==> config.mk <==
export PLATFORM = sky130hd
export DESIGN_NAME = current_transform
export DESIGN_NICKNAME = d
export VERILOG_FILES = /design/src/hw/foc_pkg.sv /design/src/hw/current_transform.sv
export VERILOG_INCLUDE_DIRS = /design/src /design/src/hw
export SDC_FILE = /design/constraint.sdc
export NUM_CORES = 2
export LEC_CHECK = 0
export ABC_CLOCK_PERIOD_IN_PS = 24000
export BUFFER_PORTS_ARGS = -buffer_cell sky130_fd_sc_hd__buf_2
export CORE_ASPECT_RATIO = 1.1
export CORE_MARGIN = 2
export CORE_UTILIZATION = 45
export DETAILED_ROUTE_END_ITERATION = 10
export PLACE_DENSITY_LB_ADDON = 0.15
export SKIP_CTS_REPAIR_TIMING = 1
export SYNTH_ARGS = -nofsm -noshare
export SYNTH_HDL_FRONTEND = slang
export SYNTH_SLANG_ARGS = --single-unit
==> constraint.sdc <==
create_clock -name clk -period 24 [get_ports clk]
set_clock_uncertainty 0.05 [all_clocks]
set_input_delay 4.8 -clock clk [delete_from_list [all_inputs] [get_ports clk]]
set_output_delay 4.8 -clock clk [all_outputs]
set_load 0.01 [all_outputs]
==> src/hw/foc_config.svh <==
`ifndef FOC_CONFIG_SVH
`define FOC_CONFIG_SVH

// sample word width and fraction bits
`define FOC_DW    16
`define FOC_QBITS 15

// pwm carrier counter width
`define FOC_CW    12

// 1/sqrt(3) scaled by 2^15
`define FOC_INV_SQRT3  18919

// sqrt(3)/2 scaled by 2^15
`define FOC_SQRT3_HALF 28378

`endif

==> src/hw/foc_pkg.sv <==
`include "foc_config.svh"

package foc_pkg;

  typedef logic signed [`FOC_DW-1:0] q15_t;

  // symmetric saturation limit, -32768 is never produced
  localparam int q15_max = (1 << (`FOC_DW - 1)) - 1;

  typedef struct packed {
    q15_t ia;
    q15_t ib;
    q15_t sin_theta;
    q15_t cos_theta;
    q15_t iq_target;
  } sample_t;

  // axis 0 = d, 1 = q; kind 0 = kp, 1 = ki
  typedef struct packed {
    logic en;
    logic axis;
    logic kind;
    q15_t value;
  } coef_wr_t;

  typedef struct packed {
    q15_t d;
    q15_t q;
  } dq_t;

  typedef struct packed {
    dq_t meas;
    dq_t cmd;
  } telemetry_t;

  typedef struct packed {
    logic [`FOC_CW-1:0] a;
    logic [`FOC_CW-1:0] b;
    logic [`FOC_CW-1:0] c;
  } phase_duty_t;

  // clamp a wide signed value into one word
  function automatic q15_t q15_sat(input logic signed [2*`FOC_DW-1:0] x);
    if (x > q15_max) begin
      return q15_t'(q15_max);
    end
    if (x < -q15_max) begin
      return q15_t'(-q15_max);
    end
    return q15_t'(x);
  endfunction

  function automatic q15_t q15_mul_sat(input q15_t a, input q15_t b);
    logic signed [2*`FOC_DW-1:0] prod;
    prod = a * b;
    return q15_sat(prod >>> `FOC_QBITS);
  endfunction

endpackage

==> src/hw/current_transform.sv <==
`timescale 1ns/1ns
`include "foc_config.svh"

module current_transform (
  input  logic             clk,
  input  logic             arst_n,
  input  logic             sample_load,
  input  foc_pkg::sample_t sample,
  input  logic             xform_en,
  output foc_pkg::dq_t     meas,
  output foc_pkg::dq_t     sin_cos,
  output foc_pkg::q15_t    iq_target
);

  import foc_pkg::*;

  localparam q15_t inv_sqrt3 = q15_t'(`FOC_INV_SQRT3);

  sample_t                     smp_q;
  logic signed [2*`FOC_DW-1:0] ab_sum;
  logic signed [2*`FOC_DW-1:0] d_sum;
  logic signed [2*`FOC_DW-1:0] q_sum;
  q15_t                        alpha;
  q15_t                        beta;
  q15_t                        d_next;
  q15_t                        q_next;

  always_ff @(posedge clk) begin
    if (sample_load) begin
      smp_q <= sample;
    end
  end

  always_comb begin
    // clarke, two-current form
    alpha  = smp_q.ia;
    ab_sum = smp_q.ia + smp_q.ib + smp_q.ib;
    beta   = q15_mul_sat(q15_sat(ab_sum), inv_sqrt3);

    // park onto the rotor frame
    d_sum  = q15_mul_sat(alpha, smp_q.cos_theta) + q15_mul_sat(beta, smp_q.sin_theta);
    q_sum  = q15_mul_sat(beta, smp_q.cos_theta) - q15_mul_sat(alpha, smp_q.sin_theta);
    d_next = q15_sat(d_sum);
    q_next = q15_sat(q_sum);
  end

  always_ff @(posedge clk or negedge arst_n) begin
    if (!arst_n) begin
      meas <= '0;
    end else if (xform_en) begin
      meas.d <= d_next;
      meas.q <= q_next;
    end
  end

  // angle is reused by the inverse park later on
  assign sin_cos   = '{d: smp_q.sin_theta, q: smp_q.cos_theta};
  assign iq_target = smp_q.iq_target;

endmodule

==> flow_summary.json <==
{
  "status": "completed",
  "setup_viol": 0,
  "fin_ws_ns": 1.69,
  "ys_ff_latch": 112,
  "min_from": "meas[12]",
  "drive_gt1_share_pct": 5.81,
  "cts.path.max_buffers": 2,
  "grt_pass1_vias": 40500,
  "fp.coreArea_sq_mm": 0.113,
  "synth.area.mux_share_pct": 0.237,
  "synth_top_family_by_area": "adder cells",
  "cts_tree": "yes",
  "maxCapViolCount": 0,
  "grt.total_usage_pct": 24.9,
  "grt_max_degree": 65,
  "drc": 0,
  "start_util_pct": 45.4,
  "yosys-top-cells-area": "fa_1, ha_1, inv_1",
  "syn-num-nets": 7322,
  "wl_per_cell_um": 19.3,
  "layout_common_cells": "inv_1, fa_1, nand2_1, ha_1, and2_1",
  "slowest_delay_ns": 0.90,
  "fin_setup_tns_ns": 0,
  "synthFlopType": "edfxtp_1",
  "worstHoldPathType": "register to register",
  "nFillCells": 11000,
  "r2r_end": "meas[7]",
  "vias": 37200,
  "yosysWarnings": 0,
  "synthAdderAreaFrac_pct": 56.6,
  "synth_enable_flop_cells": 80,
  "cpMaxStageDelayCell": "nor2_2",
  "hpwl_um": 109000,
  "antenna_left": 0,
  "multi_input_comb_area_sq_mm": 0.0418,
  "grt_pass1_wl_um": 226000,
  "cts_max_level": 3,
  "synth.largest_area_cell": "fa_1",
  "rsz0062_at_grt": "no",
  "timing.critical_path.arrival_ns": 22.63,
  "io_pins": 164,
  "rows": 129,
  "final_cell_count_no_fill": 7102,
  "clock-sinks": 112,
  "critical_path_class": "register to register",
  "clk_pin_slew_worst_paths_ns": 0.09,
  "reg2reg_slack_ns": 1.69,
  "post_dp_cell_area_sq_mm": 0.0534,
  "maxSlewViolCount": 0,
  "ff_latch_area_sq_mm": 0.00320,
  "layout_commonest_cell": "inv_1",
  "cts_buffers": 9,
  "netlist.area_leader.share_pct": 44.4,
  "yosys.area_share.simple_pct": 14.5,
  "fp.dieW_um": 326,
  "ys_seq_area_share_pct": 6.25,
  "synth_compound_area_share_pct": 7.01,
  "port_buffers": 163,
  "layout.nets": 7284,
  "crit_top_cell": "fa_1",
  "slew_headroom_pct": 12.8,
  "synth_cell_types": 87,
  "drtIter0Drc": 2014,
  "synth_xor_area_share_pct": 2.99,
  "die_h_um": 358,
  "fin_area_sq_mm": 0.0537,
  "tightest_slew_ns": 1.31,
  "via_per_inst": 5.24,
  "startpoint_type": "register",
  "syn_inst": 5628,
  "areaGrowthSynthToFinish_pct": 4.78,
  "holdPathStages": 1,
  "clk_latency_ns": 0.46,
  "r2r_cells": 76,
  "fmax_mhz": 44.8,
  "drt_pre_antenna_iters": 5,
  "cp_data_required_time_ns": 24.32,
  "hold_violations": 0,
  "die_area_sq_mm": 0.117,
  "antenna_found_initial": 9,
  "overflow": 0,
  "cts_root_buffer": "clkbuf_16",
  "placedCellCount": 7085,
  "min_period_ns": 22.31,
  "place.gp.congestion": 0.892,
  "r2r_start": "alpha[2]",
  "synth-async-reset-ratio_pct": 28.6,
  "dp_slack_ns": 1.29,
  "min_period_over_period_pct": 93.0,
  "hold_end": "meas[12]",
  "worstSetupEndpointType": "register",
  "avgSynthCellArea_sq_um": 9.11,
  "crit_fanout": 32,
  "syn-cell-area_sq_mm": 0.0513,
  "wl_um": 137000
}
[per-layer routing]
layer	part of all wire, %	track usage, %
met3	4.3	2.58
met2	49	43.2
met1	43	32.7
met5	0	0
met4	3.7	8.62
[cells in the mapped netlist (9+ instances only)]
cell type,count
inv_1,1348
nor4_1,15
or4_1,9
o211ai_1,11
mux2_2,9
dfrtp_1,32
fa_1,1137
nand4_1,32
or3_1,19
nand2b_1,46
nor3_1,31
o21bai_1,20
xnor2_1,121
and3_1,95
a31oi_1,15
nor2b_1,13
ha_1,473
nor2_1,134
or2_2,18
and2_1,348
maj3_1,34
xor2_1,52
o31ai_1,16
o21ai_0,102
buf_4,48
a21oi_1,179
edfxtp_1,80
a21boi_0,15
a21o_1,71
clkbuf_1,244
o21a_1,16
a211oi_1,16
nand2_1,588
nand3_1,105
[registers in the layout (all words and copies together), names as in the netlist]
register   cells
meas          32
sin_cos       32
alpha         16
iq_target     16
smp_q         16
[final cells by class]
type                       count  share of cell area (%)
clock inverter                 7                   0.161
multi-input combinational   3872                    77.8
inverter                    1349                    9.43
clock buffer                   9                   0.419
tap                         1506                    3.51
antenna                        1                 0.00466
sequential                   112                    5.96
timing repair buffer         246                    2.69
[critical path, delay by kind of cell, from the launching register on]
family,cells,cell delay (ns)
AND/OR/NAND/NOR,18,5.65
adder cells (fa/ha/maj),17,7.37
AO/OA/AOI/OAI,28,6.80
buffers and inverters,10,0.83
flip-flops,1,0.34
XOR/XNOR,3,1.16
[cells by family after synthesis]
family | after synthesis
adders and majority gates | 1644
muxes | 11
AOI/OAI and AO/OA | 552
and+or+nand+nor | 1491
DFF | 112
xor gates and xnor gates | 174
buffers and inverters | 1644
[worst max-delay path by stage]
stage                        start       to  slack (ns)  cells after the start
after floorplan           alpha[2]  meas[7]        4.52                     81
after global placement    alpha[2]  meas[8]        1.70                     76
after detailed placement  alpha[2]  meas[8]        1.29                     77
after CTS                 alpha[2]  meas[7]        1.22                     77
after global routing      alpha[1]  meas[7]        0.02                     78
final                     alpha[2]  meas[7]        1.69                     76
[metrics by stage]
| stage | hold slack [ns] | utilization (%) |
|---|---|---|
| floorplan | 0.471 | - |
| global placement | 0.414 | 47.3 |
| detailed placement | 0.424 | 47.3 |
| CTS | 0.448 | 47.6 |
| global route | 0.476 | 47.6 |
| finish | 0.442 | 47.6 |
Power is left out: the tool's default activity adds up to more than one toggle a clock period on the data nets, which glitch-free logic cannot reach.
