**config.mk**
```make
export PLATFORM = sky130hd
export DESIGN_NAME = pi_regulator
export DESIGN_NICKNAME = d
export VERILOG_FILES = /design/src/hw/foc_pkg.sv /design/src/hw/pi_regulator.sv
export VERILOG_INCLUDE_DIRS = /design/src /design/src/hw
export SDC_FILE = /design/constraint.sdc
export NUM_CORES = 2
export LEC_CHECK = 0
export ABC_CLOCK_PERIOD_IN_PS = 17800
export BUFFER_PORTS_ARGS = -buffer_cell sky130_fd_sc_hd__buf_2
export CORE_MARGIN = 8
export CORE_UTILIZATION = 35
export CTS_CLUSTER_DIAMETER = 40
export DETAILED_ROUTE_END_ITERATION = 8
export SETUP_SLACK_MARGIN = 0.1
export SYNTH_ARGS = -nofsm -noshare
export SYNTH_HDL_FRONTEND = slang
export SYNTH_SLANG_ARGS = --single-unit
```
**constraint.sdc**
```tcl
create_clock -name clk -period 17.8 [get_ports clk]
set_input_delay 0.89 -clock clk [delete_from_list [all_inputs] [get_ports clk]]
set_output_delay 0.89 -clock clk [all_outputs]
set_load 0.1 [all_outputs]
```
**src/hw/foc_config.svh**
```systemverilog
`ifndef FOC_CONFIG_SVH
`define FOC_CONFIG_SVH

// sample word width and fraction bits
`define FOC_DW    16
`define FOC_QBITS 15

// pwm carrier counter width
`define FOC_CW    12

// 1/sqrt(3) scaled by 2^15
`define FOC_INV_SQRT3  18919

// sqrt(3)/2 scaled by 2^15
`define FOC_SQRT3_HALF 28378

`endif

```
**src/hw/foc_pkg.sv**
```systemverilog
`include "foc_config.svh"

package foc_pkg;

  typedef logic signed [`FOC_DW-1:0] q15_t;

  // symmetric saturation limit, -32768 is never produced
  localparam int q15_max = (1 << (`FOC_DW - 1)) - 1;

  typedef struct packed {
    q15_t ia;
    q15_t ib;
    q15_t sin_theta;
    q15_t cos_theta;
    q15_t iq_target;
  } sample_t;

  // axis 0 = d, 1 = q; kind 0 = kp, 1 = ki
  typedef struct packed {
    logic en;
    logic axis;
    logic kind;
    q15_t value;
  } coef_wr_t;

  typedef struct packed {
    q15_t d;
    q15_t q;
  } dq_t;

  typedef struct packed {
    dq_t meas;
    dq_t cmd;
  } telemetry_t;

  typedef struct packed {
    logic [`FOC_CW-1:0] a;
    logic [`FOC_CW-1:0] b;
    logic [`FOC_CW-1:0] c;
  } phase_duty_t;

  // clamp a wide signed value into one word
  function automatic q15_t q15_sat(input logic signed [2*`FOC_DW-1:0] x);
    if (x > q15_max) begin
      return q15_t'(q15_max);
    end
    if (x < -q15_max) begin
      return q15_t'(-q15_max);
    end
    return q15_t'(x);
  endfunction

  function automatic q15_t q15_mul_sat(input q15_t a, input q15_t b);
    logic signed [2*`FOC_DW-1:0] prod;
    prod = a * b;
    return q15_sat(prod >>> `FOC_QBITS);
  endfunction

endpackage

```
**src/hw/pi_regulator.sv**
```systemverilog
`timescale 1ns/1ns
`include "foc_config.svh"

module pi_regulator #(
  parameter bit axis_sel = 1'b0
) (
  input  logic              clk,
  input  logic              arst_n,
  input  foc_pkg::coef_wr_t coef_wr,
  input  logic              reg_en,
  input  foc_pkg::q15_t     setpoint,
  input  foc_pkg::q15_t     feedback,
  output foc_pkg::q15_t     out_cmd
);

  import foc_pkg::*;

  q15_t                        kp;
  q15_t                        ki;
  q15_t                        integ;
  q15_t                        err;
  q15_t                        integ_next;
  q15_t                        out_next;
  logic signed [2*`FOC_DW-1:0] err_wide;
  logic signed [2*`FOC_DW-1:0] integ_wide;
  logic signed [2*`FOC_DW-1:0] out_wide;
  logic                        gain_hit;

  // gain write addressed to this axis
  assign gain_hit = coef_wr.en && (coef_wr.axis == axis_sel);

  always_ff @(posedge clk or negedge arst_n) begin
    if (!arst_n) begin
      kp <= '0;
      ki <= '0;
    end else if (gain_hit) begin
      if (coef_wr.kind) begin
        ki <= coef_wr.value;
      end else begin
        kp <= coef_wr.value;
      end
    end
  end

  always_comb begin
    err_wide   = setpoint - feedback;
    err        = q15_sat(err_wide);
    // integrator clamps, no windup past full scale
    integ_wide = integ + q15_mul_sat(ki, err);
    integ_next = q15_sat(integ_wide);
    // output uses the freshly updated integral
    out_wide   = q15_mul_sat(kp, err) + integ_next;
    out_next   = q15_sat(out_wide);
  end

  always_ff @(posedge clk or negedge arst_n) begin
    if (!arst_n) begin
      integ   <= '0;
      out_cmd <= '0;
    end else if (reg_en) begin
      integ   <= integ_next;
      out_cmd <= out_next;
    end
  end

endmodule

```
==> results_dict.tcl <==
set metrics [dict create \
    status "finished clean" \
    crit_path_max_incr_delay_ns 0.54 \
    regArea_um2 1600 \
    cts_num_sinks 64 \
    fin_crit_ns 16.77 \
    num_rows 99 \
    synth_top_family_by_area "adder cells" \
    grt_max_degree 65 \
    synthArstFlopShare 1.00 \
    dr.pass1.iters 5 \
    yosysTopAreaCellShare 0.411 \
    synth-simple-area-share 0.160 \
    place_hpwl_um 53400 \
    tightest_slew_ns 1.08 \
    avgSynthCellArea_um2 8.86 \
    cts_root_buf "clkbuf_16" \
    setup_tns_ns 0 \
    h-tree-depth 3 \
    max_freq_ghz 0.0596 \
    r2r-end "out_cmd[9]$_DFFE_PN0P_" \
    gp_congestion 0.875 \
    clk_pin_slew_worst_paths_ns 0.06 \
    clock_skew_ns 0.0146 \
    max-cap-violations 0 \
    synth-seq-area-share 0.0627 \
    critPathCaptureType "register" \
    synth_compound_area_frac 0.102 \
    die_area_um2 81900 \
    cts_made_buffers 9 \
    tritoncts "done" \
    muxShareOfSynthArea 0.0207 \
    synthCells 2884 \
    worstSetupPathType "input pin to register" \
    first_iter_violations 1176 \
    fin_crit_sh 0.942 \
    grt.total_usage 0.163 \
    synth.distinct_cells 81 \
    path_max_fanout 15 \
    yosys-top-cells-area "fa_1 (41%), ha_1 (10%), inv_1 (9.0%), dfrtp_1 (6.3%), and2_1 (5.0%)" \
    synth-xor-area-share 0.0274 \
    grt_pass1_wl_um 108000 \
    grt.overflow.total 0 \
    clkLatencyLatePin_ns 0.36 \
    die_x_um 286 \
    ant_nets 0 \
    slew_headroom 0.274 \
    vias_per_cell 5.02 \
    ys.flop_type "dfrtp_1" \
    synth_fa_ha_area_frac 0.520 \
    hold_path.class "register to register" \
    worstRegToRegCells 53 \
    nFillCells 7519 \
    grt_pass1_vias 20200 \
    n_antenna_cell 0 \
    hold_end "out_cmd[1]$_DFFE_PN0P_" \
    worstHoldPathCells 1 \
    areaGrowthSynthToFinish_pct 7.34 \
    synthesis.area_um2 25600 \
    r2r_setup_slack_ns 3.71 \
    io_pins 70 \
    multiInputGateArea_um2 21400 \
    via_count 19300 \
    arrival_ns 17.01 \
    numPortBuffers 69 \
    cp.required_ns 18.04 \
    drv_slew 0 \
    antenna_found_initial 0 \
    r2r_start "ki[15]$_DFFE_PN0P_" \
    hold_viol_final 0 \
    avgRoutedWirePerCell_um 16.7 \
    nNetsFinal 3681 \
    crit_path_frequent_cell "fa_1" \
    clockBufferDepth 2 \
    cp_slowest_cell "fa_1" \
    synth_edf_count 0 \
    synth_nets 3670 \
    crit_path_start_kind "input pin" \
    dieHeight_um 286 \
    hp-start "out_cmd[1]$_DFFE_PN0P_" \
    coreArea_um2 72600 \
    synth.largest_area_cell "fa_1" \
    rsz0062_at_grt "false" \
    wirelength_um 64600 \
    ys_seq_elements 64 \
    start_util 0.352 \
    drive_gt1_frac 0.0759 \
    drc_errors 0 \
    finalSetupViolCount 0 \
    yosys_warnings 0 \
]
-- cell families after synthesis --
group | after synthesis
AOI/OAI and AO/OA | 389
xor gates and xnor gates | 79
adders and majority gates | 751
buffers and inverters | 726
DFF | 64
muxes | 47
and+or+nand+nor | 828
-- Yosys cell counts, types with 26 or more instances --
cell / instances
a21o_1: 50
a21oi_1: 117
and2_1: 204
clkbuf_1: 101
dfrtp_1: 64
fa_1: 525
ha_1: 207
inv_1: 615
mux2_2: 47
nand2_1: 327
nand2b_1: 28
nor2_1: 106
nor2b_1: 39
nor3_1: 31
o21ai_0: 62
xnor2_1: 52
xor2_1: 26
-- through the flow --
stage | hold WS [ns] | utilization | setup slack, ns | std cells | area, um^2
floorplan | 0.487 | - | 1.76 | 2884 | 25600
global placement | 0.493 | 0.372 | 0.268 | 3838 | 27000
detailed placement | 0.488 | 0.372 | 0.196 | 3838 | 27000
CTS | 0.503 | 0.376 | 0.486 | 3851 | 27300
global route | 0.512 | 0.378 | 0.0952 | 3856 | 27400
finish | 0.497 | 0.378 | 1.03 | 3856 | 27400
-- per-layer routing --
layer	vias to the layer above	routed length, um	GRT usage
met4	0	1610	0.0391
met1	9833	30800	0.241
met5	-	0	0
li1	8975	-	-
met3	72	3650	0.0260
met2	469	28500	0.248
-- how the worst max path moves through the flow --
stage,from,endpoint
finish,feedback[1],out_cmd[9]$_DFFE_PN0P_
detailed placement,feedback[1],out_cmd[9]$_DFFE_PN0P_
CTS,feedback[1],out_cmd[9]$_DFFE_PN0P_
global route,feedback[1],out_cmd[9]$_DFFE_PN0P_
global placement,feedback[1],out_cmd[3]$_DFFE_PN0P_
floorplan,feedback[1],out_cmd[2]$_DFFE_PN0P_
-- worst max-delay path: cells and delay by family --
| kind | cells | cell delay (ns) |
|---|---|---|
| AO/OA/AOI/OAI | 27 | 5.73 |
| adder cells (fa/ha/maj) | 11 | 4.58 |
| AND/OR/NAND/NOR | 16 | 4.17 |
| buffers and inverters | 10 | 1.01 |
| XOR/XNOR | 3 | 0.39 |
| multiplexers | 1 | 0.27 |
-- flip-flops by register name, summed over array words and instances (netlist names) --
register,flops
out_cmd,16
kp,16
integ,16
ki,16
-- final cells by class --
class,count,share of cell area
Inverter,616,0.0843
Sequential cell,64,0.0584
Multi-Input combinational cell,2095,0.780
Clock buffer,13,0.0102
Timing Repair Buffer,109,0.0237
Tap cell,959,0.0437
-- placed cells by master, fill, tap and decap left out, types with 28 or more instances in the layout --
cell type | Yosys | layout
xnor2_1 | 52 | 51
buf_2 | 6 | 69
and2_1 | 204 | 204
fa_1 | 525 | 524
nor2_1 | 106 | 104
buf_4 | 1 | 39
nor2b_1 | 39 | 39
nand2_1 | 327 | 327
o21ai_0 | 62 | 59
inv_1 | 615 | 615
a21oi_1 | 117 | 112
ha_1 | 207 | 207
nor3_1 | 31 | 31
dfrtp_1 | 64 | 64
mux2_2 | 47 | 47
a21o_1 | 50 | 50
nand2b_1 | 28 | 28
-- repair_timing --
item	4_1_cts	5_1_grt
hold buffers	0	0
setup buffers	0	4
gates resized for setup	0	25
endpoints found under the setup margin	0	16
Power is left out: the tool's default activity adds up to more than one toggle a clock period on the data nets, which glitch-free logic cannot reach.
