[src/hw/foc_sequencer.sv]
`timescale 1ns/1ns

module foc_sequencer (
  input  logic clk,
  input  logic arst_n,
  input  logic sample_req,
  output logic sample_ack,
  output logic xform_en,
  output logic reg_en,
  output logic mod_en,
  output logic sample_load
);

  // one state per pipeline step, one sample in flight
  typedef enum logic [2:0] {
    st_idle,
    st_transform,
    st_regulate,
    st_modulate,
    st_hold
  } state_t;

  state_t state;
  state_t state_next;

  always_ff @(posedge clk or negedge arst_n) begin
    if (!arst_n) begin
      state <= st_idle;
    end else begin
      state <= state_next;
    end
  end

  always_comb begin
    state_next = state;
    case (state)
      st_idle: begin
        // ack is low here, so req high starts a new sample
        if (sample_req) begin
          state_next = st_transform;
        end
      end
      st_transform: begin
        state_next = st_regulate;
      end
      st_regulate: begin
        state_next = st_modulate;
      end
      st_modulate: begin
        state_next = st_hold;
      end
      st_hold: begin
        // ack stays up until the requester drops req
        if (!sample_req) begin
          state_next = st_idle;
        end
      end
      default: begin
        state_next = st_idle;
      end
    endcase
  end

  // latch edge is cycle 0, strobes follow in cycles 1..3
  assign sample_load = (state == st_idle) && sample_req;
  assign xform_en    = (state == st_transform);
  assign reg_en      = (state == st_regulate);
  assign mod_en      = (state == st_modulate);

  // ack from cycle 4, falls one cycle after req is seen low
  assign sample_ack  = (state == st_hold);

endmodule

[config.mk]
export PLATFORM = sky130hd
export DESIGN_NAME = foc_sequencer
export DESIGN_NICKNAME = d
export VERILOG_FILES = /design/src/hw/foc_sequencer.sv
export SDC_FILE = /design/constraint.sdc
export NUM_CORES = 1
export LEC_CHECK = 0
export BUFFER_PORTS_ARGS = -buffer_cell sky130_fd_sc_hd__buf_2
export CAP_MARGIN = 5
export CORE_AREA = 2 2 39 41
export CTS_CLUSTER_SIZE = 24
export DETAILED_ROUTE_END_ITERATION = 16
export DIE_AREA = 0 0 41 43
export PLACE_DENSITY = 0.34
export SYNTH_ARGS = -nofsm -noshare
export SYNTH_HDL_FRONTEND = slang
export SYNTH_SLANG_ARGS = --single-unit
[constraint.sdc]
create_clock -name clk -period 2.3 [get_ports clk]
set_input_delay 0 -clock clk [delete_from_list [all_inputs] [get_ports clk]]
set_output_delay 0 -clock clk [all_outputs]
set_load 0.02 [all_outputs]
==> results of run 1 <==
kinds of logic (layout without fill, tap and decap cells):
kind of cell,after synthesis,after routing,synth area share [%]
XOR/XNOR,1,1,5.88
buffers and inverters,0,12,0
AND/OR/NAND/NOR,10,10,38.7
flip-flops,3,3,50.4
AO/OA/AOI/OAI,1,1,5.04
per-layer routing:
layer  wire length [um]  global-route usage [%]  part of all wire (%)  vias up
met4                  0                    10.0                     0        0
met2                214                    6.88                    58        1
met3                  0                    3.14                     0        0
li1                   -                       -                     -       74
met1                157                    5.48                    42       73
met5                  0                       0                     0        -
critical path, cell delays in order, from the launching register on:
cell      delay (ps)
dfrtp_1          450
nand2b_1         190
nor3_1           120
buf_2            190
power groups by stage:
stage | combinational, mW | sequential [mW] | clock (mW)
6_report | 0.167 | 0.130 | 0.0926
3_5_place_dp | 0.168 | 0.130 | 0
5_1_grt | 0.184 | 0.136 | 0.105
3_3_place_gp | 0.170 | 0.129 | 0
2_1_floorplan | 0.123 | 0.116 | 0
4_1_cts | 0.169 | 0.130 | 0.0967
through the flow:
stage | utilization, % | area [um2]
after global routing | 17.4 | 240
after floorplan | - | 149
final | 17.4 | 240
after CTS | 17.4 | 240
after global placement | 14.7 | 204
after detailed placement | 14.7 | 204
placed cells by master (no fill, tap or decap):
cell,n
and3b_1,1
buf_2,7
clkbuf_1,1
clkbuf_4,3
dfrtp_1,3
dlygate4sd3_1,1
nand2b_1,2
nor2_1,3
nor3_1,2
nor3b_1,2
o21bai_1,1
xnor2_1,1
how the worst max path moves through the flow:
stage,start,to,slack (ps),cells after the start
finish,state[1]$_DFFE_PN0P_,sample_load,1120,3
global route,state[1]$_DFFE_PN0P_,sample_load,1020,3
CTS,state[1]$_DFFE_PN0P_,sample_load,1120,3
detailed placement,state[1]$_DFFE_PN0P_,sample_load,1370,3
global placement,state[1]$_DFFE_PN0P_,sample_load,1360,3
floorplan,state[1]$_DFFE_PN0P_,sample_load,1260,2
synth_stat cells:
| cell type | instances | area, um2 |
|---|---|---|
| nand2b_1 | 2 | 12.5 |
| and3b_1 | 1 | 8.76 |
| nor3b_1 | 2 | 15.0 |
| nor2_1 | 3 | 11.3 |
| nor3_1 | 2 | 10.0 |
| o21bai_1 | 1 | 7.51 |
| dfrtp_1 | 3 | 75.1 |
| xnor2_1 | 1 | 8.76 |
what timing repair did:
item	4_1_cts	5_1_grt
endpoints found under the hold margin	3	0
hold buffers	1	0
buffers inserted	0	0
area by class of cell:
class	count	share of cell area [%]
tap	16	8.33
timing repair buffer	8	18.8
sequential	3	31.3
multi-input combinational	12	30.7
clock buffer	4	10.9
==> impl_metrics.json, run 1 <==
{
  "outcome": "complete, no violations",
  "hold-path-cell-count": 3,
  "grt_usage_pct": 6.03,
  "path_class": "flip-flop to output port",
  "ctsResizeCount": 0,
  "start_util_pct": 10.8,
  "power_uw": 389,
  "max_freq_mhz": 846,
  "die_w_um": 41,
  "holdPathEnd": "state[0]$_DFFE_PN0P_",
  "rows": 14,
  "r2r_cells": 2,
  "hold_viol": 0,
  "seq_power_share_pct": 33.4,
  "sw_frac_of_total_pct": 43.2,
  "finalNetCount": 31,
  "clk_path_buf_depth": 2,
  "cts_sinks": 3,
  "rsz0062_at_grt": "no",
  "cts_max_level": 1,
  "pre_cts_ws_ps": 1370,
  "cts_made_buffers": 3,
  "pwr-share-clk_pct": 23.8,
  "grt_max_degree": 8,
  "setup_viol": 0,
  "ys_warn_count": 0,
  "multi_input_area_um2": 73.8,
  "io_pins": 8,
  "cp-start-kind": "flip-flop",
  "leakage_nw": 0.117,
  "tns_ps": 0,
  "dp.cells": 38,
  "synthToLayoutAreaGrowth_pct": 61.3,
  "hold_ws_ps": 40.7,
  "critPathCaptureType": "output port",
  "firstDrtPassIters": 2,
  "slew_headroom_pct": 84.7,
  "drv_cap": 0,
  "dp_hpwl_um": 268,
  "drtIter0Drc": 3,
  "r2r_end": "state[2]$_DFFE_PN0P_",
  "gr-total-overflow": 0,
  "synthesis.nets": 18,
  "reg_top3": "state (3)",
  "fin_ws_ps": 1120,
  "crit_arrival_ps": 1180,
  "fin_crit_ps": 1180,
  "n_antenna_cell": 0,
  "antenna_found_initial": 0,
  "viasPerCell": 3.44,
  "fillers": 164,
  "combPwrFrac_pct": 42.8,
  "clock_latency_ps": 230,
  "vias": 148,
  "cts.clk_slew.worst_paths_ps": 30,
  "final_layout_size_suffix_gt1_share_pct": 37.0,
  "report.final.slew_viol_count": 0,
  "grt_pass1_wl_um": 607,
  "core-area_um2": 1380,
  "internal-power_uw": 221,
  "ant_nets": 0,
  "synth_cell_types": 8,
  "hold_path_startpoint": "sample_req",
  "ys_seq_area_share_pct": 50.4,
  "p_per_area_nw_per_um2": 1620,
  "ir_worst_vdd_uv": 263,
  "drt-total-wl_um": 372,
  "critPathMaxFanout": 7,
  "largest_register": "state",
  "place.gp.congestion": 0.704,
  "fin_skew_ps": 2.75,
  "wire_per_inst_um": 8.65,
  "syn_avg_cell_area_um2": 9.93,
  "drc": 0,
  "r2r_start": "state[1]$_DFFE_PN0P_",
  "cp.required_ps": 2300,
  "seqCellArea_um2": 75.1,
  "cts_tree": "done",
  "synth_area_um2": 149,
  "worst_pin_slew_ps": 229,
  "largest_register_ffs": 3,
  "switching_power_uw": 168,
  "ys_seq_elements": 3,
  "port_buffers": 7,
  "period_share_pct": 51.4,
  "hp-class": "input port to flip-flop",
  "die_height_um": 43,
  "dieArea_um2": 1760,
  "grt_pass1_vias": 168,
  "rrSetupSlack_ps": 1370,
  "final_cells": 43,
  "root_buffer": "clkbuf_4",
  "netlist_instances": 15
}
Power figures use the tool's default switching activity.
==> run 2, diff against run 1 <==
--- a/config.mk
+++ b/config.mk
@@ -5,6 +5,7 @@
 export SDC_FILE = /design/constraint.sdc
 export NUM_CORES = 1
 export LEC_CHECK = 0
+export ABC_AREA = 1
 export BUFFER_PORTS_ARGS = -buffer_cell sky130_fd_sc_hd__buf_2
 export CAP_MARGIN = 5
 export CORE_AREA = 2 2 39 41
==> constraint.sdc (replaced) <==
create_clock -name clk -period 1.1 [get_ports clk]
set_input_delay 0 -clock clk [delete_from_list [all_inputs] [get_ports clk]]
set_output_delay 0 -clock clk [all_outputs]
set_load 0.02 [all_outputs]
==> impl_metrics.json, run 2 <==
{
  "outcome": "complete, no violations",
  "io_pins": 8,
  "n_antenna_cell": 0,
  "rrSetupSlack_ps": 170,
  "internal-power_uw": 535,
  "hold_ws_ps": 26.3,
  "cts_max_level": 1,
  "critPathMaxFanout": 4,
  "path_class": "flip-flop to output port",
  "sw_frac_of_total_pct": 43.9,
  "grt_usage_pct": 5.43,
  "synthesis.nets": 25,
  "period_share_pct": 95.8,
  "synth_commonest_cells": "5 x inv_1, 4 x nand2_1, 4 x nor2_1, 3 x dfrtp_1, 2 x nor3_1",
  "final_common_cell": "buf_4",
  "netlist_instances": 22,
  "synth.area.top_cells": "dfrtp_1 48%, inv_1 12%, nand2_1 9.6%",
  "place_area_um2": 211,
  "reg_top3": "state (3)",
  "worst_pin_slew_ps": 173,
  "cp-startpoint": "state[0]$_DFFE_PN0P_",
  "antenna_found_initial": 0,
  "largest_register_ffs": 3,
  "firstDrtPassIters": 1,
  "synth_top_cell_by_area": "dfrtp_1",
  "hp-class": "input port to flip-flop",
  "cts_tree": "done",
  "r2r_start": "state[0]$_DFFE_PN0P_",
  "leakage_nw": 0.153,
  "drv_cap": 0,
  "hold_path_startpoint": "sample_req",
  "combPwrFrac_pct": 52.3,
  "wl_met1_um": 179,
  "ys_seq_area_share_pct": 48.0,
  "rsz0062_at_grt": "yes",
  "async_flop_share_pct": 100,
  "ys_warn_count": 0,
  "setup_viol": 0,
  "dp.cells": 45,
  "wl_met3_um": 42,
  "tns_ps": 0,
  "dieArea_um2": 1760,
  "die_height_um": 43,
  "ys_seq_elements": 3,
  "top_layer": "met3",
  "drt-total-wl_um": 367,
  "drc": 0,
  "pwr-share-clk_pct": 19.9,
  "final_layout_size_suffix_gt1_share_pct": 50.0,
  "place.gp.congestion": 0.562,
  "cts.clk_slew.worst_paths_ps": 40,
  "crit_arrival_ps": 1050,
  "r2r_cells": 5,
  "gr-total-overflow": 0,
  "report.final.slew_viol_count": 0,
  "final_cells": 52,
  "pre_cts_ws_ps": 210,
  "grt_pass1_vias": 155,
  "critPathCaptureType": "output port",
  "fin_ws_ps": 46.6,
  "ir_worst_vdd_uv": 630,
  "clock_latency_ps": 230,
  "cp.required_ps": 1100,
  "viasPerCell": 3.37,
  "cts_made_buffers": 3,
  "wl_met2_um": 146,
  "drtIter0Drc": 0,
  "cts_sinks": 3,
  "r2r_end": "state[2]$_DFFE_PN0P_",
  "holdPathEnd": "state[2]$_DFFE_PN0P_",
  "synthToLayoutAreaGrowth_pct": 80.8,
  "root_buffer": "clkbuf_4",
  "ant_nets": 0,
  "layout_common_cells": "6 x buf_4, 4 x inv_1, 4 x nand2_1",
  "synth_cell_types": 9,
  "cp-start-kind": "flip-flop",
  "core-area_um2": 1380,
  "hold_viol": 0,
  "clk_path_buf_depth": 2,
  "fin_skew_ps": 1.38,
  "dp_hpwl_um": 283,
  "synth_area_um2": 156,
  "syn_avg_cell_area_um2": 7.11,
  "fin_crit_ps": 1050,
  "grt_pass1_wl_um": 565,
  "synth_edf_count": 0,
  "max_freq_mhz": 949,
  "grt_max_degree": 6,
  "seq_power_share_pct": 27.8,
  "switching_power_uw": 418,
  "yosys_most_used_dff": "dfrtp_1",
  "slew_headroom_pct": 88.4,
  "p_per_area_nw_per_um2": 3370,
  "largest_register": "state",
  "die_w_um": 41,
  "vias": 175,
  "synth_most_common_cell": "inv_1",
  "port_buffers": 7,
  "rows": 14,
  "hold-path-cell-count": 3,
  "wire_per_inst_um": 7.06,
  "start_util_pct": 11.3,
  "post-synth-top-area-fraction_pct": 48.0,
  "fin_area_um2": 283,
  "finalNetCount": 40
}
-- run 2: changes by cell type after synthesis, sizes merged, moves of 2 or more --
cell / before / now
nor3b: 2 / 0
inv: 0 / 5
nand2: 0 / 5
nor2: 3 / 5
nand2b: 2 / 0
-- run 2: power groups by stage --
| stage | registers, mW | clock network, mW | logic (mW) |
|---|---|---|---|
| after global routing | 0.281 | 0.207 | 0.554 |
| after floorplan | 0.223 | 0 | 0.279 |
| after global placement | 0.236 | 0 | 0.393 |
| after CTS | 0.239 | 0.202 | 0.426 |
| after detailed placement | 0.233 | 0 | 0.389 |
| final | 0.265 | 0.190 | 0.498 |
-- run 2: per-layer routing --
| layer | vias to the layer above | GRT usage, % |
|---|---|---|
| met5 | - | 0 |
| met4 | 0 | 8.00 |
| met3 | 0 | 1.57 |
| met2 | 8 | 5.63 |
| met1 | 73 | 6.80 |
| li1 | 94 | - |
-- run 2: stage by stage --
step	util [%]	power, mW
CTS	18.6	0.867
finish	20.4	0.953
detailed placement	15.3	0.622
floorplan	-	0.502
global route	20.4	1.04
global placement	15.3	0.629
-- run 2: timing repair --
item / CTS / global route
resized for setup: 1 / 8
endpoints found under the hold margin: 3 / 0
endpoints found under the setup margin: 1 / 4
setup buffers: 1 / 1
pin swaps: 1 / 1
hold buffers: 1 / 0
-- run 2: area by class of cell --
cell class	count	area, um2
timing repair buffer	10	70.1
fill	156	1100
tap	16	20.0
clock buffer	4	26.3
sequential	3	77.6
inverter	5	18.8
multi-input combinational	14	70.1
-- run 2: logic make-up after synthesis --
logic type             Yosys count  share of synthesized area [%]
AO/OA/AOI/OAI                    1                           3.20
AND/OR/NAND/NOR                 13                           36.8
flip-flops                       3                           48.0
buffers and inverters            5                           12.0
-- run 2: worst max-delay path by stage --
| stage | endpoint | cells past startpoint |
|---|---|---|
| 6_report | sample_load | 4 |
| 5_1_grt | xform_en | 2 |
| 4_1_cts | sample_load | 4 |
| 3_5_place_dp | sample_load | 4 |
| 3_3_place_gp | sample_load | 4 |
| 2_1_floorplan | sample_ack | 2 |
-- run 2: critical path, cell delays in order, from the launching register on --
cell     delay (ps)
dfrtp_2         430
nor2_4          120
nand2_1          50
nor2_1           80
buf_4           140
