$ cat config.mk
export PLATFORM = sky130hd
export DESIGN_NAME = pwm_carrier
export DESIGN_NICKNAME = d
export VERILOG_FILES = /design/src/hw/pwm_carrier.sv
export VERILOG_INCLUDE_DIRS = /design/src /design/src/hw
export SDC_FILE = /design/constraint.sdc
export NUM_CORES = 1
export LEC_CHECK = 0
export BUFFER_PORTS_ARGS = -buffer_cell sky130_fd_sc_hd__buf_4
export CORE_MARGIN = 4
export CORE_UTILIZATION = 55
export CTS_CLUSTER_SIZE = 40
export DETAILED_ROUTE_END_ITERATION = 8
export PLACE_DENSITY = 0.78
export RECOVER_POWER = 100
export SLEW_MARGIN = 20
export SYNTH_ARGS = -nofsm -noshare
export SYNTH_HDL_FRONTEND = slang
export SYNTH_SLANG_ARGS = --single-unit
$ cat constraint.sdc
create_clock -name clk -period 4.05 [get_ports clk]
set_input_delay 0.405 -clock clk [delete_from_list [all_inputs] [get_ports clk]]
set_output_delay 0.405 -clock clk [all_outputs]
set_load 0.02 [all_outputs]
$ cat src/hw/foc_config.svh
`ifndef FOC_CONFIG_SVH
`define FOC_CONFIG_SVH

// sample word width and fraction bits
`define FOC_DW    16
`define FOC_QBITS 15

// pwm carrier counter width
`define FOC_CW    12

// 1/sqrt(3) scaled by 2^15
`define FOC_INV_SQRT3  18919

// sqrt(3)/2 scaled by 2^15
`define FOC_SQRT3_HALF 28378

`endif

$ cat src/hw/pwm_carrier.sv
`timescale 1ns/1ns
`include "foc_config.svh"

module pwm_carrier (
  input  logic              clk,
  input  logic              arst_n,
  input  logic [`FOC_CW-1:0] period_top,
  output logic [`FOC_CW-1:0] count,
  output logic              wrap
);

  // top in use for the running period
  logic [`FOC_CW-1:0] top_q;

  // last count of a period, count returns to 0 on the next edge
  assign wrap = (count == top_q);

  always_ff @(posedge clk or negedge arst_n) begin
    if (!arst_n) begin
      count <= '0;
      top_q <= '0;
    end else if (wrap) begin
      count <= '0;
      // new top only between periods
      top_q <= period_top;
    end else begin
      count <= count + 1'b1;
    end
  end

endmodule

==> results of run 1 <==
layer usage:
| metal | part of all wire (%) | wire [um] |
|---|---|---|
| met4 | 0.56 | 12 |
| met1 | 43 | 913 |
| met2 | 51 | 1090 |
| met5 | 0 | 0 |
| met3 | 5.1 | 109 |
logic make-up after synthesis:
logic type	Yosys count
AND/OR/NAND/NOR	32
AO/OA/AOI/OAI	2
flip-flops	24
XOR/XNOR	21
multiplexers	12
buffers and inverters	5
adder cells (fa/ha/maj)	1
metrics by stage:
stage / util (%) / hold WS (ns) / area (um2)
after detailed placement: 68.7 / 0.316 / 1350
after global placement: 68.7 / 0.313 / 1350
after global routing: 67.3 / 0.302 / 1320
after CTS: 70.3 / 0.314 / 1380
final: 67.3 / 0.321 / 1320
after floorplan: - / 0.109 / 1140
final timing paths:
check	start	end	slack (ns)	depth (start not counted)
min in group asynchronous	arst_n	count[2]	0.87	2
setup reg to reg	count[0]	top_q[5]	1.47	4
hold reg to reg	top_q[6]	top_q[6]	0.54	1
hold / removal	period_top[4]	top_q[4]	0.32	2
setup / recovery	count[0]	wrap	0.99	4
max in group asynchronous	arst_n	count[11]	2.44	2
state kept, by name (all words and copies together) (netlist names):
| register | cells |
|---|---|
| count | 12 |
| top_q | 12 |
cell type report:
type	count	area, um2
fillers	192	641
flip-flops and latches	24	601
multi-input cells	68	504
repair buffers	27	153
well taps	27	33.8
clock buffers	3	22.5
inverters	2	7.51
where the power goes:
group | switching [W] | internal (W) | leakage, nW | total (W)
clock | 0.0000651 | 0.0000347 | 0.0138 | 0.0000998
combinational | 0.0000993 | 0.0000746 | 0.226 | 0.000174
sequential | 0.0000621 | 0.000275 | 0.298 | 0.000337
total | 0.000227 | 0.000384 | 0.538 | 0.000611
Yosys cell counts (all sizes together) (2+ instances only):
| cell type | instances |
|---|---|
| nand4 | 6 |
| nand3 | 4 |
| nor4 | 3 |
| dfrtp | 24 |
| xnor2 | 19 |
| nor3 | 2 |
| xor2 | 2 |
| mux2 | 12 |
| inv | 2 |
| buf | 2 |
| nand2 | 3 |
| nor2 | 11 |
==> flow_summary.json, run 1 <==
{
  "gp_congestion": 0.872,
  "cts_setup_buffers": 0,
  "synth_cell_types": 21,
  "clk_pin_slew_ns": 0.12,
  "ys.flop_type": "dfrtp_1",
  "synth_adder_area_share_pct": 1.10,
  "dr.pass1.iters": 4,
  "use_met1_pct": 23.0,
  "crit_chain": "xnor2_1, nand4_1, nor3_2, clkbuf_1",
  "synth-compound-area-share_pct": 0.876,
  "layout_commonest_cell": "dfrtp_1",
  "fin_setup_tns_ns": 0,
  "wirelength_um": 2130,
  "cts_tree": "yes",
  "final_cell_mix": "dfrtp_1 (24), xnor2_1 (19), clkbuf_1 (14), mux2_2 (12), buf_4 (12)",
  "final_cells": 151,
  "top_usage_layer": "met2",
  "drtAntennaViolNets": 0,
  "violations": "capacitance limit, slew limit",
  "final.setup_skew_ns": 0.00762,
  "ir_drop_mv": 0.316,
  "synth_seq_area_share_pct": 52.6,
  "synth_edf_count": 0,
  "critPathTopFamily": "simple AND/OR/NAND/NOR gates",
  "cts_sinks": 24,
  "cts_resized": 0,
  "synth_top_area_share_pct": 52.6,
  "min_period_ns": 3.06,
  "grtUsageMet3_pct": 2.77,
  "tightest_slew_ns": 1.56,
  "required_ns": 3.64,
  "h-tree-depth": 1,
  "insertedDiodeCount": 0,
  "syn_nets": 112,
  "cts.path.max_buffers": 2,
  "start_kind": "flip-flop",
  "die_w_um": 53.6,
  "crit_type": "reg -> out",
  "drtIter0Drc": 7,
  "synth_cells": 97,
  "syn_to_final_growth_pct": 15.7,
  "grt_pass1_wl_um": 3610,
  "drc": 0,
  "synthMuxAreaShare_pct": 11.8,
  "clk_latency_ns": 0.30,
  "synth-simple-area-share_pct": 14.8,
  "netlist.top_cell.by_area": "dfrtp_1",
  "grt_util_met2_pct": 29.8,
  "vias": 811,
  "clockRootBuffer": "clkbuf_4",
  "worstPathArrival_ns": 2.65,
  "synthTopCellsByArea": "dfrtp_1 (53%), xnor2_1 (15%), mux2_2 (12%)",
  "max_stage_delay_ns": 1.24,
  "drive_gt1_share_pct": 22.6,
  "cts_buffers": 3,
  "yosysWarnings": 0,
  "syn_avg_cell_area_um2": 11.8,
  "vias_per_cell": 5.37,
  "grt_pass1_vias": 808,
  "ios": 27,
  "drv_cap": 1,
  "crit_buf_inv": 1,
  "hp-class": "in -> reg",
  "die_area_mm2": 0.00287,
  "cp_max_fo": 25,
  "period_share_pct": 75.5,
  "die_h_um": 53.6,
  "num-nets-final": 141,
  "core_mm2": 0.00196,
  "grt_max_degree": 26,
  "setup_violations": 0,
  "grt-ovfl-total": 0,
  "status": "finished, violations left",
  "place_worst_setup_slack_ns": 1.71,
  "ys_ff_latch": 24,
  "finalHoldViolCount": 0,
  "async_flop_share_pct": 100,
  "num_rows": 16,
  "synth_xor_area_share_pct": 16.1,
  "antenna_found_initial": 0,
  "slowest_stage": "nor3_2",
  "post_drt_wl_per_cell_um": 14.1,
  "drv_slew": 26,
  "power.total_w": 0.000611,
  "placed_cells": 147,
  "powerDensity_mw_per_mm2": 462,
  "synth_top_family_by_area": "XOR/XNOR gates",
  "mappedNetlistArea_mm2": 0.00114,
  "rsz0062_at_grt": "no",
  "grt_util_all_layers_pct": 17.9,
  "max_clock_freq_mhz": 327,
  "cts.hold.buffers_added": 1,
  "fin_ws_ns": 0.991,
  "io_buffers": 26,
  "p_leak_nw": 0.538,
  "crit_path_end_kind": "output pin",
  "slew_headroom_pct": -4.38,
  "start_util_pct": 58.2
}
No activity file was read; power rests on OpenSTA's default activity.
==> run 2: changes to the inputs <==
CORE_UTILIZATION = 47   (was 55)
PLACE_DENSITY = 0.71   (was 0.78)
clock period = 2.6 ns   (was 4.05 ns; I/O delays follow)
==> flow_summary.json, run 2 (same netlist as run 1, synthesis figures left out) <==
{
  "status": "completed",
  "ios": 27,
  "num-nets-final": 143,
  "power.total_w": 0.000960,
  "die_area_mm2": 0.00328,
  "critPathTopFamily": "buffers and inverters",
  "h-tree-depth": 1,
  "crit_start": "count[4]",
  "drtIter0Drc": 17,
  "min_path_cells": 2,
  "powerDensity_mw_per_mm2": 722,
  "rrSetupSlack_ns": 0.49,
  "grt_pass1_vias": 788,
  "cts.path.max_buffers": 2,
  "grt-ovfl-total": 0,
  "dr.pass1.iters": 4,
  "drv_cap": 0,
  "slowest_stage": "dfrtp_1",
  "p_leak_nw": 0.544,
  "grt_pass1_wl_um": 3760,
  "vias": 816,
  "syn_to_final_growth_pct": 16.3,
  "reg_top3": "count x12, top_q x12",
  "drtAntennaViolNets": 0,
  "r2r_end": "top_q[5]",
  "cp_max_fo": 12,
  "num_rows": 17,
  "crit_chain": "xnor2_1, nand4_1, nor3_1, buf_4, clkbuf_1",
  "hold-path-endpoint": "top_q[1]",
  "cts_setup_buffers": 0,
  "start_kind": "flip-flop",
  "cts_sinks": 24,
  "die_w_um": 57.3,
  "start_util_pct": 50.7,
  "final.setup_skew_ns": 0.00350,
  "postPlaceCellArea_mm2": 0.00136,
  "post_drt_wl_per_cell_um": 15.0,
  "period_share_pct": 81.5,
  "die_h_um": 57.3,
  "ir_drop_mv": 0.492,
  "r2r-start": "count[4]",
  "rsz0062_at_grt": "no",
  "crit_type": "reg -> out",
  "fin_ws_ns": 0.481,
  "finalHoldViolCount": 0,
  "gp_congestion": 0.792,
  "grt_max_degree": 25,
  "clk_latency_ns": 0.31,
  "dp_hpwl_um": 1670,
  "max_stage_delay_ns": 0.49,
  "slew_headroom_pct": 12.9,
  "min_period_ns": 2.12,
  "grt_util_all_layers_pct": 15.3,
  "rr_worst_depth": 5,
  "wirelength_um": 2310,
  "clk_pin_slew_ns": 0.12,
  "hp-class": "in -> reg",
  "io_buffers": 26,
  "worstPathArrival_ns": 1.86,
  "final_util_pct": 58.9,
  "cts_tree": "yes",
  "finish.instance_area_mm2": 0.00133,
  "antenna_found_initial": 0,
  "setup_violations": 0,
  "core_mm2": 0.00225,
  "crit_buf_inv": 2,
  "max_clock_freq_mhz": 472,
  "fin_setup_tns_ns": 0,
  "drv_slew": 0,
  "tightest_slew_ns": 1.31,
  "layout_commonest_cell": "dfrtp_1",
  "drc": 0,
  "vias_per_cell": 5.30,
  "drive_gt1_share_pct": 22.2,
  "crit_path_end_kind": "output pin",
  "min_from": "period_top[1]",
  "cts_buffers": 3,
  "clockRootBuffer": "clkbuf_4",
  "required_ns": 2.34,
  "place_worst_setup_slack_ns": 0.886,
  "insertedDiodeCount": 0,
  "final_cell_mix": "dfrtp_1 (24), xnor2_1 (19), clkbuf_1 (15), buf_4 (13), mux2_2 (12)"
}
run 2: cell count changes in the layout (fill, tap and decap cells not counted):
cell / change
buf_4: +1
clkbuf_1: +1
nor3_1: +1
nor3_2: -1
run 2: through the flow:
step | hold WS [ns] | std cells
after floorplan | -0.0356 | 97
after global placement | 0.172 | 150
after detailed placement | 0.177 | 150
after CTS | 0.158 | 154
after global routing | 0.154 | 154
final | 0.167 | 154
run 2: worst reg2reg max path: cells and delay by family, from the launching register on:
kind,cells,cell delay (ns)
flops,1,0.49
mux,1,0.42
buf+inv,1,0.54
simple gates,2,0.39
xor+xnor,1,0.17
run 2: per-layer routing:
metal  wire, um  share of wire (%)  up-vias  global-route usage, %
met3        143                6.2        4                   2.71
met2       1040                 45       21                   22.7
met5          0                  0        -                      0
li1           -                  -      395                      -
met1       1060                 46      396                   20.9
met4         56                2.4        0                   8.94
run 2: where the power goes:
| part | leakage [nW] | total, W | internal (W) | switching [W] |
|---|---|---|---|---|
| clock | 0.0138 | 0.000163 | 0.0000543 | 0.000108 |
| combinational | 0.233 | 0.000267 | 0.000116 | 0.000150 |
| sequential | 0.298 | 0.000530 | 0.000429 | 0.000102 |
run 2: timing repair:
action | CTS | global route
endpoints found under the hold margin | 24 | 0
hold buffers | 1 | 0
gates resized for setup | 0 | 0
run 2: area by class of cell:
| type | count | area, um2 |
|---|---|---|
| Clock buffer | 3 | 22.5 |
| Tap cell | 28 | 35.0 |
| Inverter | 2 | 7.51 |
| Sequential cell | 24 | 601 |
| Fill cell | 222 | 926 |
| Multi-Input combinational cell | 68 | 499 |
| Timing Repair Buffer | 29 | 164 |
run 2: how the worst max path moves through the flow:
stage | endpoint | slack (ns) | depth (start not counted)
floorplan | top_q[10] | 0.81 | 6
global placement | top_q[10] | 0.92 | 5
detailed placement | top_q[5] | 0.89 | 5
CTS | wrap | 0.59 | 5
global route | wrap | 0.34 | 5
finish | wrap | 0.48 | 5
==> run 3: changes to the inputs <==
ABC_AREA = 1   (was default)
CORE_UTILIZATION = 55   (was 47)
PLACE_DENSITY = 0.76   (was 0.71)
clock period = 2 ns   (was 2.6 ns; I/O delays follow)
==> flow_summary.json, run 3 <==
{
  "post_drt_wl_per_cell_um": 11.3,
  "crit_chain": "xnor2_1, nand2_1, nor2_4, nand3_4, inv_2, clkbuf_2",
  "worstPathArrival_ns": 1.60,
  "layout_commonest_cell": "nand2_1",
  "antenna_found_initial": 0,
  "power.share.switching_pct": 20.2,
  "grt_util_all_layers_pct": 18.6,
  "yosys.cell_count.top_type": "nand2_1",
  "ys_ff_latch": 24,
  "min_period_ns": 1.80,
  "reg_top3": "count x12, top_q x12",
  "vias_per_cell": 4.87,
  "io_buffers": 26,
  "start_kind": "flip-flop",
  "drtAntennaViolNets": 0,
  "yosysWarnings": 0,
  "cts_buffers": 3,
  "synthMuxAreaShare_pct": 0,
  "ios": 27,
  "async_flop_share_pct": 100,
  "mappedNetlistArea_mm2": 0.00147,
  "drc": 0,
  "die_h_um": 59.8,
  "period_share_pct": 90.2,
  "synth_seq_area_share_pct": 40.7,
  "num-nets-final": 242,
  "drv_cap": 0,
  "crit_buf_inv": 2,
  "dr.pass1.iters": 4,
  "required_ns": 1.80,
  "cts_tree": "yes",
  "hp-class": "in -> reg",
  "slew_headroom_pct": 16.9,
  "finalHoldViolCount": 0,
  "p_int_w": 0.000612,
  "grt_max_degree": 25,
  "tightest_slew_ns": 1.25,
  "grt-ovfl-total": 0,
  "p_sw_w": 0.000155,
  "synth-simple-area-share_pct": 38.7,
  "grt_pass1_vias": 1185,
  "synth_edf_count": 0,
  "cts.path.max_buffers": 2,
  "slowest_stage": "dfrtp_1",
  "powerDensity_mw_per_mm2": 462,
  "rsz0062_at_grt": "no",
  "place_worst_setup_slack_ns": 0.412,
  "final_cell_mix": "nand2_1 (75), inv_1 (29), dfrtp_1 (24), buf_4 (16), nand4_1 (15)",
  "seqPwrFrac_pct": 63.2,
  "cts_sinks": 24,
  "holdWs_ns": 0.134,
  "drive_gt1_share_pct": 20.8,
  "insertedDiodeCount": 0,
  "core_mm2": 0.00252,
  "synth_cells": 196,
  "wirelength_um": 2900,
  "clockRootBuffer": "clkbuf_4",
  "synth_cell_types": 19,
  "crit_path_end_kind": "output pin",
  "clk_pin_slew_ns": 0.13,
  "num_rows": 18,
  "ir_drop_mv": 0.366,
  "synthTopCellsByArea": "dfrtp_1 (41%), nand2_1 (18%), inv_1 (6.6%)",
  "fin_setup_tns_ns": 0,
  "final.setup_skew_ns": 0.00333,
  "dp_hpwl_um": 2290,
  "critPathTopFamily": "flip-flops",
  "clkPwrFrac_pct": 33.1,
  "cts_setup_buffers": 0,
  "status": "completed",
  "die_w_um": 59.8,
  "crit_type": "reg -> out",
  "gp_congestion": 0.840,
  "synth_top_family_by_area": "simple AND/OR/NAND/NOR gates",
  "netlist.top_cell.by_area": "dfrtp_1",
  "ys.flop_type": "dfrtp_1",
  "start_util_pct": 58.4,
  "cp_max_fo": 7,
  "synth_xor_area_share_pct": 4.16,
  "syn_nets": 211,
  "max_clock_freq_mhz": 555,
  "max_stage_delay_ns": 0.47,
  "h-tree-depth": 1,
  "syn_avg_cell_area_um2": 7.52,
  "die_area_mm2": 0.00357,
  "vias": 1247,
  "synth_top_area_share_pct": 40.7,
  "drtIter0Drc": 34,
  "syn_to_final_growth_pct": 12.8,
  "clk_latency_ns": 0.31,
  "synth-compound-area-share_pct": 1.19,
  "grt_pass1_wl_um": 5040,
  "drv_slew": 0,
  "fin_ws_ns": 0.197,
  "p_comb_share_pct": 3.7,
  "synth_adder_area_share_pct": 0.849,
  "p_leak_nw": 0.974,
  "setup_violations": 0,
  "synth_commonest_cells": "nand2_1 (71), inv_1 (26), dfrtp_1 (24)"
}
run 3: cells by family after synthesis:
| kind of cell | count (synthesis) |
|---|---|
| simple gates | 114 |
| buf+inv | 47 |
| flops | 24 |
| xor+xnor | 7 |
| compound gates | 3 |
| fa+ha+maj | 1 |
run 3: final timing paths:
path | slack (ns) | endpoint | startpoint | cells after the start
setup / recovery | 0.20 | wrap | count[7] | 6
hold / removal | 0.13 | top_q[7] | period_top[7] | 3
setup reg to reg | 0.44 | top_q[11] | count[7] | 7
hold reg to reg | 0.50 | top_q[1] | top_q[1] | 2
max in group asynchronous | 0.61 | count[7] | arst_n | 2
min in group asynchronous | 0.66 | count[3] | arst_n | 2
run 3: what timing repair did:
| item | CTS | global route |
|---|---|---|
| hold buffers | 1 | 0 |
| endpoints found under the hold margin | 24 | 0 |
| resized for setup | 0 | 0 |
run 3: layout make-up:
cell class / instances / area [um2]
Sequential cell: 24 / 601
Inverter: 42 / 158
Multi-Input combinational cell: 125 / 647
Clock buffer: 4 / 36.3
Timing Repair Buffer: 31 / 184
Tap cell: 30 / 37.5
Fill cell: 249 / 860
run 3: power groups by stage:
stage | registers, W | clock network, W | logic (W)
final | 0.000485 | 0.000254 | 0.0000280
after global routing | 0.000485 | 0.000279 | 0.0000324
after CTS | 0.000485 | 0.000262 | 0.0000300
after detailed placement | 0.000494 | 0 | 0.0000286
after global placement | 0.000494 | 0 | 0.0000279
after floorplan | 0.000495 | 0 | 0.00000000222
run 3: routing by layer:
metal  part of all wire [%]  wire length [um]  GRT usage (%)  vias to the layer above
li1                       -                 -              -                      642
met1                     45              1310           24.9                      575
met2                     49              1420           31.9                       26
met3                    4.6               134           1.94                        4
met4                    1.1                31           4.75                        0
met5                      0                 0              0                        -
run 3: worst min-delay path: stages:
cell     delay, ns
buf_4         0.08
nand4_1       0.08
nand2_1       0.06
run 3: through the flow:
stage          power, W  area (um2)  instances  utilization [%]
6_report       0.000768        1660        256             65.9
5_1_grt        0.000797        1660        256             65.9
4_1_cts        0.000778        1730        256             68.6
3_5_place_dp   0.000523        1680        251             66.7
3_3_place_gp   0.000522        1680        251             66.7
2_1_floorplan  0.000495        1470        196                -
